**src/hdl/alu_pkg.sv**
```systemverilog
// alu package with datapath widths, op codes, op classes and float constants
package alu_pkg;

    // operand and result width
    localparam int DATA_WIDTH = 32;

    // single-precision field widths
    localparam int F_EXPO_W = 8;
    localparam int F_MANT_W = 23;

    // width of the float-to-int shifter, integer part above the mantissa
    localparam int FCVT_W = DATA_WIDTH + F_MANT_W;

    // exponent bias and the all-ones exponent for inf and nan
    localparam logic [F_EXPO_W-1:0] F_BIAS     = 8'd127;
    localparam logic [F_EXPO_W-1:0] F_EXPO_MAX = 8'd255;

    // largest exponent that still fits a signed 32-bit result
    localparam logic [F_EXPO_W-1:0] FCVT_MAX_EXPO = 8'd157;

    // op codes, 5 and 6 are unused and fall to the default path
    typedef enum logic [4:0] {
        ADD    = 5'd0,
        SUB    = 5'd1,
        SLT    = 5'd2,
        SRL    = 5'd3,
        FCLASS = 5'd4,
        FCVTWS = 5'd7,
        SEQ    = 5'd8
    } alu_op_e;

    // which exec unit owns the result
    typedef enum logic [1:0] {
        CLS_NONE = 2'd0,
        CLS_INT  = 2'd1,
        CLS_FP   = 2'd2
    } op_class_e;

    // fclass result bit positions
    localparam int FCLASS_NEG_INF    = 0;
    localparam int FCLASS_NEG_NORMAL = 1;
    localparam int FCLASS_NEG_SUB    = 2;
    localparam int FCLASS_NEG_ZERO   = 3;
    localparam int FCLASS_POS_ZERO   = 4;
    localparam int FCLASS_POS_SUB    = 5;
    localparam int FCLASS_POS_NORMAL = 6;
    localparam int FCLASS_POS_INF    = 7;
    localparam int FCLASS_SNAN       = 8;
    localparam int FCLASS_QNAN       = 9;

endpackage

```
**src/hdl/alu_decode.sv**
```systemverilog
// alu stage 1: registers the op and operands, decodes op class and float fields
`timescale 1ns/10ps

module alu_decode (
    input  logic                            i_clk,
    input  logic                            i_rst_n,
    input  logic                            i_valid,
    input  alu_pkg::alu_op_e                i_op,
    input  logic [alu_pkg::DATA_WIDTH-1:0]  i_data_a,
    input  logic [alu_pkg::DATA_WIDTH-1:0]  i_data_b,
    output logic                            o_valid,
    output alu_pkg::alu_op_e                o_op,
    output alu_pkg::op_class_e              o_class,
    output logic [alu_pkg::DATA_WIDTH-1:0]  o_data_a,
    output logic [alu_pkg::DATA_WIDTH-1:0]  o_data_b,
    output logic                            o_sign,
    output logic [alu_pkg::F_EXPO_W-1:0]    o_expo,
    output logic [alu_pkg::F_MANT_W-1:0]    o_mant
);

    import alu_pkg::*;

    op_class_e op_class;

    // map the op code onto the unit that produces its result
    always_comb begin
        case (i_op)
            ADD, SUB, SLT, SRL, SEQ: begin
                op_class = CLS_INT;
            end
            FCLASS, FCVTWS: begin
                op_class = CLS_FP;
            end
            default: begin
                op_class = CLS_NONE;
            end
        endcase
    end

    always_ff @(posedge i_clk) begin
        if (!i_rst_n) begin
            o_valid <= 1'b0;
        end else begin
            o_valid <= i_valid;
        end
    end

    // payload only loads on a valid issue
    always_ff @(posedge i_clk) begin
        if (i_valid) begin
            o_op     <= i_op;
            o_class  <= op_class;
            o_data_a <= i_data_a;
            o_data_b <= i_data_b;
            // split operand a as a single-precision float
            o_sign   <= i_data_a[DATA_WIDTH-1];
            o_expo   <= i_data_a[F_MANT_W +: F_EXPO_W];
            o_mant   <= i_data_a[F_MANT_W-1:0];
        end
    end

endmodule

```
**src/hdl/alu_fp_exec.sv**
```systemverilog
// alu stage 2 float datapath: fclass and fcvt.w.s with round to nearest even
`timescale 1ns/10ps

module alu_fp_exec (
    input  logic                            i_clk,
    input  logic                            i_rst_n,
    input  logic                            i_valid,
    input  alu_pkg::alu_op_e                i_op,
    input  logic                            i_sign,
    input  logic [alu_pkg::F_EXPO_W-1:0]    i_expo,
    input  logic [alu_pkg::F_MANT_W-1:0]    i_mant,
    output logic [alu_pkg::DATA_WIDTH-1:0]  o_data,
    output logic                            o_overflow
);

    import alu_pkg::*;

    logic                  mant_zero;
    logic [DATA_WIDTH-1:0] fclass;
    logic [FCVT_W-1:0]     cvt_ext;
    logic [FCVT_W-1:0]     cvt_shifted;
    logic                  cvt_guard;
    logic                  cvt_round;
    logic                  cvt_sticky;
    logic                  cvt_up;
    logic [DATA_WIDTH-1:0] cvt_mag;
    logic [DATA_WIDTH-1:0] cvt_val;
    logic [DATA_WIDTH-1:0] fp_data;
    logic                  fp_ovf;

    assign mant_zero = (i_mant == '0);

    // one-hot class of operand a
    always_comb begin
        fclass = '0;
        if (i_expo == F_EXPO_MAX) begin
            if (mant_zero) begin
                fclass[i_sign ? FCLASS_NEG_INF : FCLASS_POS_INF] = 1'b1;
            end else if (i_mant[F_MANT_W-1]) begin
                fclass[FCLASS_QNAN] = 1'b1;
            end else begin
                fclass[FCLASS_SNAN] = 1'b1;
            end
        end else if (i_expo == '0) begin
            if (mant_zero) begin
                fclass[i_sign ? FCLASS_NEG_ZERO : FCLASS_POS_ZERO] = 1'b1;
            end else begin
                fclass[i_sign ? FCLASS_NEG_SUB : FCLASS_POS_SUB] = 1'b1;
            end
        end else begin
            fclass[i_sign ? FCLASS_NEG_NORMAL : FCLASS_POS_NORMAL] = 1'b1;
        end
    end

    // 1.m placed so that the binary point sits just above the mantissa
    assign cvt_ext     = {{(DATA_WIDTH-1){1'b0}}, 1'b1, i_mant};
    assign cvt_shifted = cvt_ext << (i_expo - F_BIAS);

    // guard is the integer lsb, round the first dropped bit, sticky the rest
    assign cvt_guard  = cvt_shifted[F_MANT_W];
    assign cvt_round  = cvt_shifted[F_MANT_W-1];
    assign cvt_sticky = |cvt_shifted[F_MANT_W-2:0];
    assign cvt_up     = cvt_round & (cvt_guard | cvt_sticky);

    assign cvt_mag = cvt_shifted[FCVT_W-1:F_MANT_W] + {{(DATA_WIDTH-1){1'b0}}, cvt_up};
    assign cvt_val = i_sign ? (~cvt_mag + 1'b1) : cvt_mag;

    always_comb begin
        fp_data = '0;
        fp_ovf  = 1'b0;
        case (i_op)
            FCLASS: begin
                fp_data = fclass;
            end
            FCVTWS: begin
                if (i_expo == F_EXPO_MAX) begin
                    // inf and nan cannot convert
                    fp_ovf = 1'b1;
                end else if (i_expo >= F_BIAS) begin
                    fp_data = cvt_val;
                    // -2^31 is the only value above the limit that still fits
                    fp_ovf = (i_expo > FCVT_MAX_EXPO) &&
                             !(i_sign && (cvt_val == {1'b1, {(DATA_WIDTH-1){1'b0}}}));
                end else if ((i_expo == F_BIAS - 1'b1) && !mant_zero) begin
                    // 0.5 < |x| < 1 rounds away to +-1
                    fp_data = i_sign ? '1 : {{(DATA_WIDTH-1){1'b0}}, 1'b1};
                end
            end
            default: begin
                fp_data = '0;
            end
        endcase
    end

    always_ff @(posedge i_clk) begin
        if (!i_rst_n) begin
            o_data     <= '0;
            o_overflow <= 1'b0;
        end else if (i_valid) begin
            o_data     <= fp_data;
            o_overflow <= fp_ovf;
        end
    end

endmodule

```
**src/hdl/alu_int_exec.sv**
```systemverilog
// alu stage 2 integer datapath: add, sub, slt, seq and srl, registered
`timescale 1ns/10ps

module alu_int_exec (
    input  logic                            i_clk,
    input  logic                            i_rst_n,
    input  logic                            i_valid,
    input  alu_pkg::alu_op_e                i_op,
    input  alu_pkg::op_class_e              i_class,
    input  logic [alu_pkg::DATA_WIDTH-1:0]  i_data_a,
    input  logic [alu_pkg::DATA_WIDTH-1:0]  i_data_b,
    output logic                            o_valid,
    output alu_pkg::op_class_e              o_class,
    output logic [alu_pkg::DATA_WIDTH-1:0]  o_data,
    output logic                            o_overflow
);

    import alu_pkg::*;

    logic [DATA_WIDTH-1:0] addend_b;
    logic [DATA_WIDTH-1:0] sum;
    logic                  sum_ovf;
    logic [DATA_WIDTH-1:0] int_data;
    logic                  int_ovf;

    // sub adds the two's complement of b
    assign addend_b = (i_op == SUB) ? (~i_data_b + 1'b1) : i_data_b;
    assign sum      = i_data_a + addend_b;

    // same-sign addends with a result of the other sign
    assign sum_ovf = (i_data_a[DATA_WIDTH-1] == addend_b[DATA_WIDTH-1]) &&
                     (sum[DATA_WIDTH-1] != i_data_a[DATA_WIDTH-1]);

    always_comb begin
        int_data = '0;
        int_ovf  = 1'b0;
        case (i_op)
            ADD, SUB: begin
                int_data = sum;
                int_ovf  = sum_ovf;
            end
            SLT: begin
                int_data = {{(DATA_WIDTH-1){1'b0}}, ($signed(i_data_a) < $signed(i_data_b))};
            end
            SEQ: begin
                int_data = {{(DATA_WIDTH-1){1'b0}}, (i_data_a == i_data_b)};
            end
            SRL: begin
                // shift by the whole of b, so 32 and up clears the result
                int_data = i_data_a >> i_data_b;
            end
            default: begin
                int_data = '0;
            end
        endcase
    end

    always_ff @(posedge i_clk) begin
        if (!i_rst_n) begin
            o_valid    <= 1'b0;
            o_class    <= CLS_NONE;
            o_data     <= '0;
            o_overflow <= 1'b0;
        end else begin
            o_valid <= i_valid;
            if (i_valid) begin
                o_class    <= i_class;
                o_data     <= int_data;
                o_overflow <= int_ovf;
            end
        end
    end

endmodule

```
**src/hdl/alu_top.sv**
```systemverilog
// three-stage pipelined alu for integer and single-precision float ops
`timescale 1ns/10ps

module alu_top (
    input  logic                            i_clk,
    input  logic                            i_rst_n,
    input  logic                            i_valid,
    input  alu_pkg::alu_op_e                i_op,
    input  logic [alu_pkg::DATA_WIDTH-1:0]  i_data_a,
    input  logic [alu_pkg::DATA_WIDTH-1:0]  i_data_b,
    output logic                            o_valid,
    output logic [alu_pkg::DATA_WIDTH-1:0]  o_data,
    output logic                            o_overflow
);

    import alu_pkg::*;

    // stage 1 outputs
    logic                  s1_valid;
    alu_op_e               s1_op;
    op_class_e             s1_class;
    logic [DATA_WIDTH-1:0] s1_a;
    logic [DATA_WIDTH-1:0] s1_b;
    logic                  s1_sign;
    logic [F_EXPO_W-1:0]   s1_expo;
    logic [F_MANT_W-1:0]   s1_mant;

    // stage 2 outputs, valid and class come from the int stage
    logic                  s2_valid;
    op_class_e             s2_class;
    logic [DATA_WIDTH-1:0] s2_int_data;
    logic                  s2_int_ovf;
    logic [DATA_WIDTH-1:0] s2_fp_data;
    logic                  s2_fp_ovf;

    alu_decode u_decode (
        .i_clk    (i_clk),
        .i_rst_n  (i_rst_n),
        .i_valid  (i_valid),
        .i_op     (i_op),
        .i_data_a (i_data_a),
        .i_data_b (i_data_b),
        .o_valid  (s1_valid),
        .o_op     (s1_op),
        .o_class  (s1_class),
        .o_data_a (s1_a),
        .o_data_b (s1_b),
        .o_sign   (s1_sign),
        .o_expo   (s1_expo),
        .o_mant   (s1_mant)
    );

    alu_int_exec u_int_exec (
        .i_clk      (i_clk),
        .i_rst_n    (i_rst_n),
        .i_valid    (s1_valid),
        .i_op       (s1_op),
        .i_class    (s1_class),
        .i_data_a   (s1_a),
        .i_data_b   (s1_b),
        .o_valid    (s2_valid),
        .o_class    (s2_class),
        .o_data     (s2_int_data),
        .o_overflow (s2_int_ovf)
    );

    alu_fp_exec u_fp_exec (
        .i_clk      (i_clk),
        .i_rst_n    (i_rst_n),
        .i_valid    (s1_valid),
        .i_op       (s1_op),
        .i_sign     (s1_sign),
        .i_expo     (s1_expo),
        .i_mant     (s1_mant),
        .o_data     (s2_fp_data),
        .o_overflow (s2_fp_ovf)
    );

    alu_writeback u_writeback (
        .i_clk      (i_clk),
        .i_rst_n    (i_rst_n),
        .i_valid    (s2_valid),
        .i_class    (s2_class),
        .i_int_data (s2_int_data),
        .i_int_ovf  (s2_int_ovf),
        .i_fp_data  (s2_fp_data),
        .i_fp_ovf   (s2_fp_ovf),
        .o_valid    (o_valid),
        .o_data     (o_data),
        .o_overflow (o_overflow)
    );

endmodule

```
**src/hdl/alu_writeback.sv**
```systemverilog
// alu stage 3: picks the int or float result by op class and drives the outputs
`timescale 1ns/10ps

module alu_writeback (
    input  logic                            i_clk,
    input  logic                            i_rst_n,
    input  logic                            i_valid,
    input  alu_pkg::op_class_e              i_class,
    input  logic [alu_pkg::DATA_WIDTH-1:0]  i_int_data,
    input  logic                            i_int_ovf,
    input  logic [alu_pkg::DATA_WIDTH-1:0]  i_fp_data,
    input  logic                            i_fp_ovf,
    output logic                            o_valid,
    output logic [alu_pkg::DATA_WIDTH-1:0]  o_data,
    output logic                            o_overflow
);

    import alu_pkg::*;

    logic [DATA_WIDTH-1:0] sel_data;
    logic                  sel_ovf;

    always_comb begin
        case (i_class)
            CLS_INT: begin
                sel_data = i_int_data;
                sel_ovf  = i_int_ovf;
            end
            CLS_FP: begin
                sel_data = i_fp_data;
                sel_ovf  = i_fp_ovf;
            end
            default: begin
                sel_data = '0;
                sel_ovf  = 1'b0;
            end
        endcase
    end

    // outputs hold their last value between valid results
    always_ff @(posedge i_clk) begin
        if (!i_rst_n) begin
            o_valid    <= 1'b0;
            o_data     <= '0;
            o_overflow <= 1'b0;
        end else begin
            o_valid <= i_valid;
            if (i_valid) begin
                o_data     <= sel_data;
                o_overflow <= sel_ovf;
            end
        end
    end

endmodule

```
**config.mk**
```make
export PLATFORM = sky130hd
export DESIGN_NAME = alu_top
export DESIGN_NICKNAME = d
export VERILOG_FILES = /design/src/hdl/alu_pkg.sv /design/src/hdl/alu_decode.sv /design/src/hdl/alu_fp_exec.sv /design/src/hdl/alu_int_exec.sv /design/src/hdl/alu_top.sv /design/src/hdl/alu_writeback.sv
export SDC_FILE = /design/constraint.sdc
export NUM_CORES = 1
export LEC_CHECK = 0
export ABC_AREA = 1
export BUFFER_PORTS_ARGS = -buffer_cell sky130_fd_sc_hd__buf_4
export CAP_MARGIN = 15
export CORE_ASPECT_RATIO = 1.75
export CORE_MARGIN = 5
export CORE_UTILIZATION = 60
export CTS_CLUSTER_DIAMETER = 30
export DETAILED_ROUTE_END_ITERATION = 7
export PLACE_DENSITY = 0.79
export SLEW_MARGIN = 15
export SYNTH_ARGS = -nofsm -noshare
export SYNTH_HDL_FRONTEND = slang
export SYNTH_SLANG_ARGS = --single-unit
```
**constraint.sdc**
```tcl
create_clock -name i_clk -period 14.66 [get_ports i_clk]
set_clock_uncertainty 0.15 [all_clocks]
set_input_delay 2.932 -clock i_clk [delete_from_list [all_inputs] [get_ports i_clk]]
set_output_delay 2.932 -clock i_clk [all_outputs]
set_load 0.005 [all_outputs]
```
==> metrics, run 1 <==
Clock Path Buffers=2; ranking of synthesized cells by area=nand2_1 19%, edfxtp_1 13%, dfxtp_1 13%; EDFF count, synth=71; Hold Crit Endpoint=u_writeback.o_data[10]; endpoint class of the critical path=flip-flop; row cnt=79; average size of a mapped cell=approximately 6.2 um2; Sequential Power Share=0.330; RSZ-0062 raised after global routing=no; H-tree lvl count=4; vias in the first global route=17.9k; Sw Share=0.438; pin count of the biggest net entering global routing=99; die span in y=226 um; Crit Path Max Fanout=39; cell area power density=approximately 100 nW/um2; Critical R2R Capture=u_fp_exec.o_overflow; crit-path max cell delay=about 800 ps; RR Startpoint=u_decode.o_expo[0]; Ports=106; width of the die=roughly 130 um; Util after Layout=0.660; Post-Syn Area=16,000 um2; die area=30,200 um2; clk root buf=clkbuf_16; CP Class=flip-flop to flip-flop; ys async rst share=0; # DRC=5; Seq/Total Area, Yosys=0.263; Slew headroom=0.255; violations in the final reports=DRC; status=finished with violations; CP max stage cell=inv_1; Vias/cell=6.34; worst reg-to-reg path cell count=35; setup TNS=0 ps; Routed WL per cell=21.6 um; Tightest Pin Transition=1110 ps; synth warn=0; P_int=0.000958 W; dpl cell area=around 17,000 um2; Final Cell Area=about 17,000 um2; first-pass GRT wire length=96,600 um; startpoint type of the worst setup path=flip-flop; Hold Buf Count CTS=0; Area Overhead vs Synth=9.36%; CTS sink count=between 150 and 200; routability cong.=between 1 and 1.5; cts repair resizes=0; antenna violations before repair=0; DRT iter0 DRCs=1,861; Tcrit/Tclk final=0.456; synthesized flop and latch total=approximately 180; Final #Nets=2,741; Post-synth top cells=818 x nand2_1, 320 x nand3_1, 189 x nor2_1; Layout Cells excl Fill=2,933; syn nets=around 2.7k; CP arrival=6840 ps; Global Route Usage Sum=0.413; Setup-failing EPs final=0; NetSw=0.000747 W; synthesized netlist cell count=2,575; clock power share=0.285; drt first pass iters=8; clock buffer count from CTS=17; Reg clk slew, reported paths=80 ps; Final Hold Viols=0; setup repair bufs after CTS=0; Critical Path Most Common Cell=nand2_1; max-slew violations=0; Final ANT Viol Nets=0; total number of vias=about 19k; global route total overflow=0; Antenna Cells=0; Leakage=7.92 nW; VDD IR-drop max=between 100 and 150 uV; final WL=63,500 um; fmax=0.150 GHz; Synth Flop Type=dfxtp_1; Synth cell types=63; post-layout min period=about 6700 ps; R2R Setup Slk=7980 ps; combinational group share of total power=0.386; count leader, synth=nand2_1; worst hold start=u_writeback.o_data[10]; Initial Util=0.604; Inst Count DP=slightly below 3k; layout cell share with drive strength beyond 1=0.0981; worst hold path class=flip-flop to flip-flop; Req. time, crit path=between 10,000 and 15,000 ps; top cell type's share of synthesized area=0.192; Core Area=~26,000 um2; TritonCTS clock tree=done; largest area contributor in the netlist=nand2_1; # port buffers=105; Skew-Pair Late Insertion Delay=460 ps; worst hold path depth=2; dpl hpwl=48,200 um; max cap viols=0
-- cell families (layout without fill, tap and decap cells) --
logic type,after synthesis,after routing,share of synthesized area
and+or+nand+nor,1499,1499,0.411
AOI/OAI and AO/OA,442,442,0.155
buffers and inverters,336,370,0.0826
DFF,175,175,0.263
adders and majority gates,73,73,0.0576
xor gates and xnor gates,48,48,0.0284
muxes,2,2,0.00125
-- flip-flops by register name (all words and copies together) (netlist names) --
signal	cells
u_decode.o_mant	22
u_decode.o_data_a	2
u_decode.o_data_b	32
u_fp_exec.o_data	32
u_decode.o_sign	1
u_writeback.o_valid	1
u_decode.o_expo	7
u_decode.o_valid	1
u_fp_exec.o_overflow	1
u_decode.o_class	2
u_int_exec.o_overflow	1
u_int_exec.o_valid	1
u_int_exec.o_data	32
u_int_exec.o_class	2
u_writeback.o_data	32
u_decode.o_op	5
u_writeback.o_overflow	1
-- worst max-delay path: cells and delay by family (launching register included) --
family,cells,cell delay (ps)
DFF,1,330
and+or+nand+nor,26,3320
AOI/OAI and AO/OA,2,260
adders and majority gates,2,620
buffers and inverters,5,1810
-- metrics by stage --
step	setup WS, ps	hold slack [ps]	power, W
after floorplan	9290	261	0.00101
after global placement	8350	265	0.00119
after detailed placement	8270	295	0.00120
after CTS	8200	311	0.00168
after global routing	7340	324	0.00179
final	7980	318	0.00170
-- worst max path at each step --
stage	startpoint	endpoint
after global placement	u_decode.o_op[3]	u_int_exec.o_data[28]
after floorplan	u_decode.o_op[3]	u_int_exec.o_data[28]
final	u_decode.o_expo[0]	u_fp_exec.o_overflow
after CTS	u_decode.o_op[3]	u_int_exec.o_data[28]
after detailed placement	u_decode.o_expo[0]	u_fp_exec.o_overflow
after global routing	u_decode.o_op[3]	u_int_exec.o_data[28]
-- power by group through the flow --
stage          clock, W  combinational (W)  sequential, W
5_1_grt        0.000507           0.000722       0.000561
6_report       0.000485           0.000657       0.000562
4_1_cts        0.000486           0.000632       0.000559
2_1_floorplan         0           0.000453       0.000552
3_3_place_gp          0           0.000621       0.000569
3_5_place_dp          0           0.000628       0.000569
-- cell type report --
class,instances,area [um2]
timing repair buffer,127,973
fill,2397,8990
multi-input combinational,2064,10500
clock buffer,17,425
inverter,211,796
tap,324,405
sequential,175,4210
clock inverter,15,209
-- cell usage in the layout (no fill, tap or decap), types with 5 or more instances in the layout --
cell / count
buf_4: 126
a22o_1: 25
clkinv_1: 6
nand2_1: 818
o221ai_1: 8
o22ai_1: 7
nor3_1: 22
nand3b_1: 6
inv_1: 186
nand2_2: 26
nand2_4: 5
o21ai_0: 167
o211ai_1: 7
dfxtp_1: 104
nand3_2: 5
ha_1: 72
a31oi_1: 12
edfxtp_1: 71
inv_2: 17
inv_12: 6
nand3_1: 320
clkbuf_16: 17
nor2_1: 188
nor4_1: 10
o21ai_1: 8
xor2_1: 41
nand4_1: 55
nor2_4: 9
o31ai_1: 8
nor2_2: 19
a21oi_1: 172
-- layer usage --
| metal | track usage | up-vias | share of wire |
|---|---|---|---|
| met2 | 0.720 | 1110 | 0.48 |
| met1 | 0.413 | 8382 | 0.32 |
| li1 | - | 8689 | - |
| met5 | 0 | - | 0 |
| met4 | 0.376 | 0 | 0.11 |
| met3 | 0.0774 | 410 | 0.081 |
No activity file was read; power rests on OpenSTA's default activity.
==> run 2: changes to the inputs <==
- CORE_UTILIZATION: 60 -> 57
- clock period: 14.66 -> 5.9 ns (I/O delays scaled with it)
==> metrics, run 2 (synthesis gave the netlist of run 1 again) <==
max cap viols=0; die span in y=between 200 and 250 um; Routed WL per cell=20.9 um; commonest non-fill, non-tap cells in the layout=818 x nand2_1, 320 x nand3_1, 186 x inv_1, 186 x nor2_1, 172 x a21oi_1; final WL=62,800 um; fmax=0.184 GHz; clock buffer count from CTS=17; CP Class=flip-flop to flip-flop; CP arrival=5610 ps; die area=31,600 um2; Antenna Cells=0; Core Area=27,900 um2; Setup-failing EPs final=0; worst hold path class=flip-flop to flip-flop; pin count of the biggest net entering global routing=74; drt first pass iters=8; Final Hold Viols=0; global route total overflow=0; cell family with most CP delay=simple AND/OR/NAND/NOR gates; Ports=106; Global Route Usage Sum=0.398; Crit Path Max Fanout=11; RSZ-0062 raised after global routing=no; width of the die=137 um; CP max stage cell=edfxtp_1; DRT iter0 DRCs=2,082; CP Buf/Inv Count=5; Area Overhead vs Synth=10.9%; CTS sink count=175; Tot Pwr=0.00424 W; status=finished clean; max-slew violations=0; Clock Path Buffers=2; clk root buf=clkbuf_16; cell area power density=239 nW/um2; final setup margin=about 460 ps; Initial Util=0.574; row cnt=81; Tightest Pin Transition=between 1000 and 1500 ps; FILL cells=2,682; Final ANT Viol Nets=0; post-layout min period=5440 ps; layout cell share with drive strength beyond 1=0.107; leading cell type in the layout, fill and taps excluded=nand2_1; first-pass GRT wire length=a little under 100,000 um; Req. time, crit path=around 6100 ps; total number of vias=between 15k and 20k; vias in the first global route=17.8k; endpoint class of the critical path=flip-flop; H-tree lvl count=4; # DRC=0; Min Hold Slack=286 ps; TritonCTS clock tree=done; Reg clk slew, reported paths=80 ps; pre-CTS setup slack=421 ps; Skew-Pair Late Insertion Delay=460 ps; Vias/cell=~6.2; Critical Path Most Common Cell=nand2_1; Util after Layout=0.637; # port buffers=roughly 110; Hold Buf Count CTS=0; VDD IR-drop max=330 uV; crit-path max cell delay=520 ps; routability cong.=1.14; startpoint type of the worst setup path=flip-flop; Final #Nets=2,762; antenna violations before repair=1; Leakage=8.02 nW; Tcrit/Tclk final=0.921; dpl hpwl=48,700 um; Slew headroom=0.209; setup TNS=0 ps
[run 2: repair_timing]
item | in CTS | in global routing
resized for setup | 0 | 7
setup endpoints to repair | 0 | 11
setup buffers | 0 | 3
hold endpoints to repair | 0 | 0
[run 2: worst paths after layout]
check	from	cells past startpoint	slack (ps)	end
worst max-delay path	u_decode.o_expo[0]	32	460	u_fp_exec.o_overflow
worst min register to register	u_int_exec.o_valid	2	290	u_writeback.o_valid
worst max register to register	u_decode.o_expo[0]	32	460	u_fp_exec.o_overflow
worst min-delay path	u_int_exec.o_valid	2	290	u_writeback.o_valid
[run 2: cell type report]
type                       count  area [um2]  share of cell area
multi-input combinational   2064       10500               0.592
tap                          373         467              0.0263
sequential                   175        4210               0.238
timing repair buffer         148        1140              0.0640
inverter                     211         796              0.0449
clock buffer                  17         425              0.0240
clock inverter                15         198              0.0111
[run 2: tightest hold or removal path, delay by kind of cell, from the launching register on]
family | cells | cell delay, ps
DFF | 1 | 320
and+or+nand+nor | 1 | 50
buffers and inverters | 1 | 30
[run 2: metrics by stage]
step | std cells | cell area, um2
floorplan | 2575 | 16000
global placement | 2968 | 17100
detailed placement | 2968 | 17100
CTS | 3000 | 17700
global route | 3003 | 17700
finish | 3003 | 17700
[run 2: power breakdown]
| part | internal, W | switching (W) |
|---|---|---|
| Clock | 0.000588 | 0.000593 |
| Combinational | 0.000496 | 0.00118 |
| Sequential | 0.00131 | 0.0000756 |
| Total | 0.00239 | 0.00185 |
[run 2: metal layers]
metal,global-route usage,vias to the layer above,part of all wire
met4,0.329,2,0.10
met3,0.0836,337,0.071
met1,0.424,8435,0.35
li1,-,8740,-
met2,0.663,998,0.48
met5,0,-,0.00018
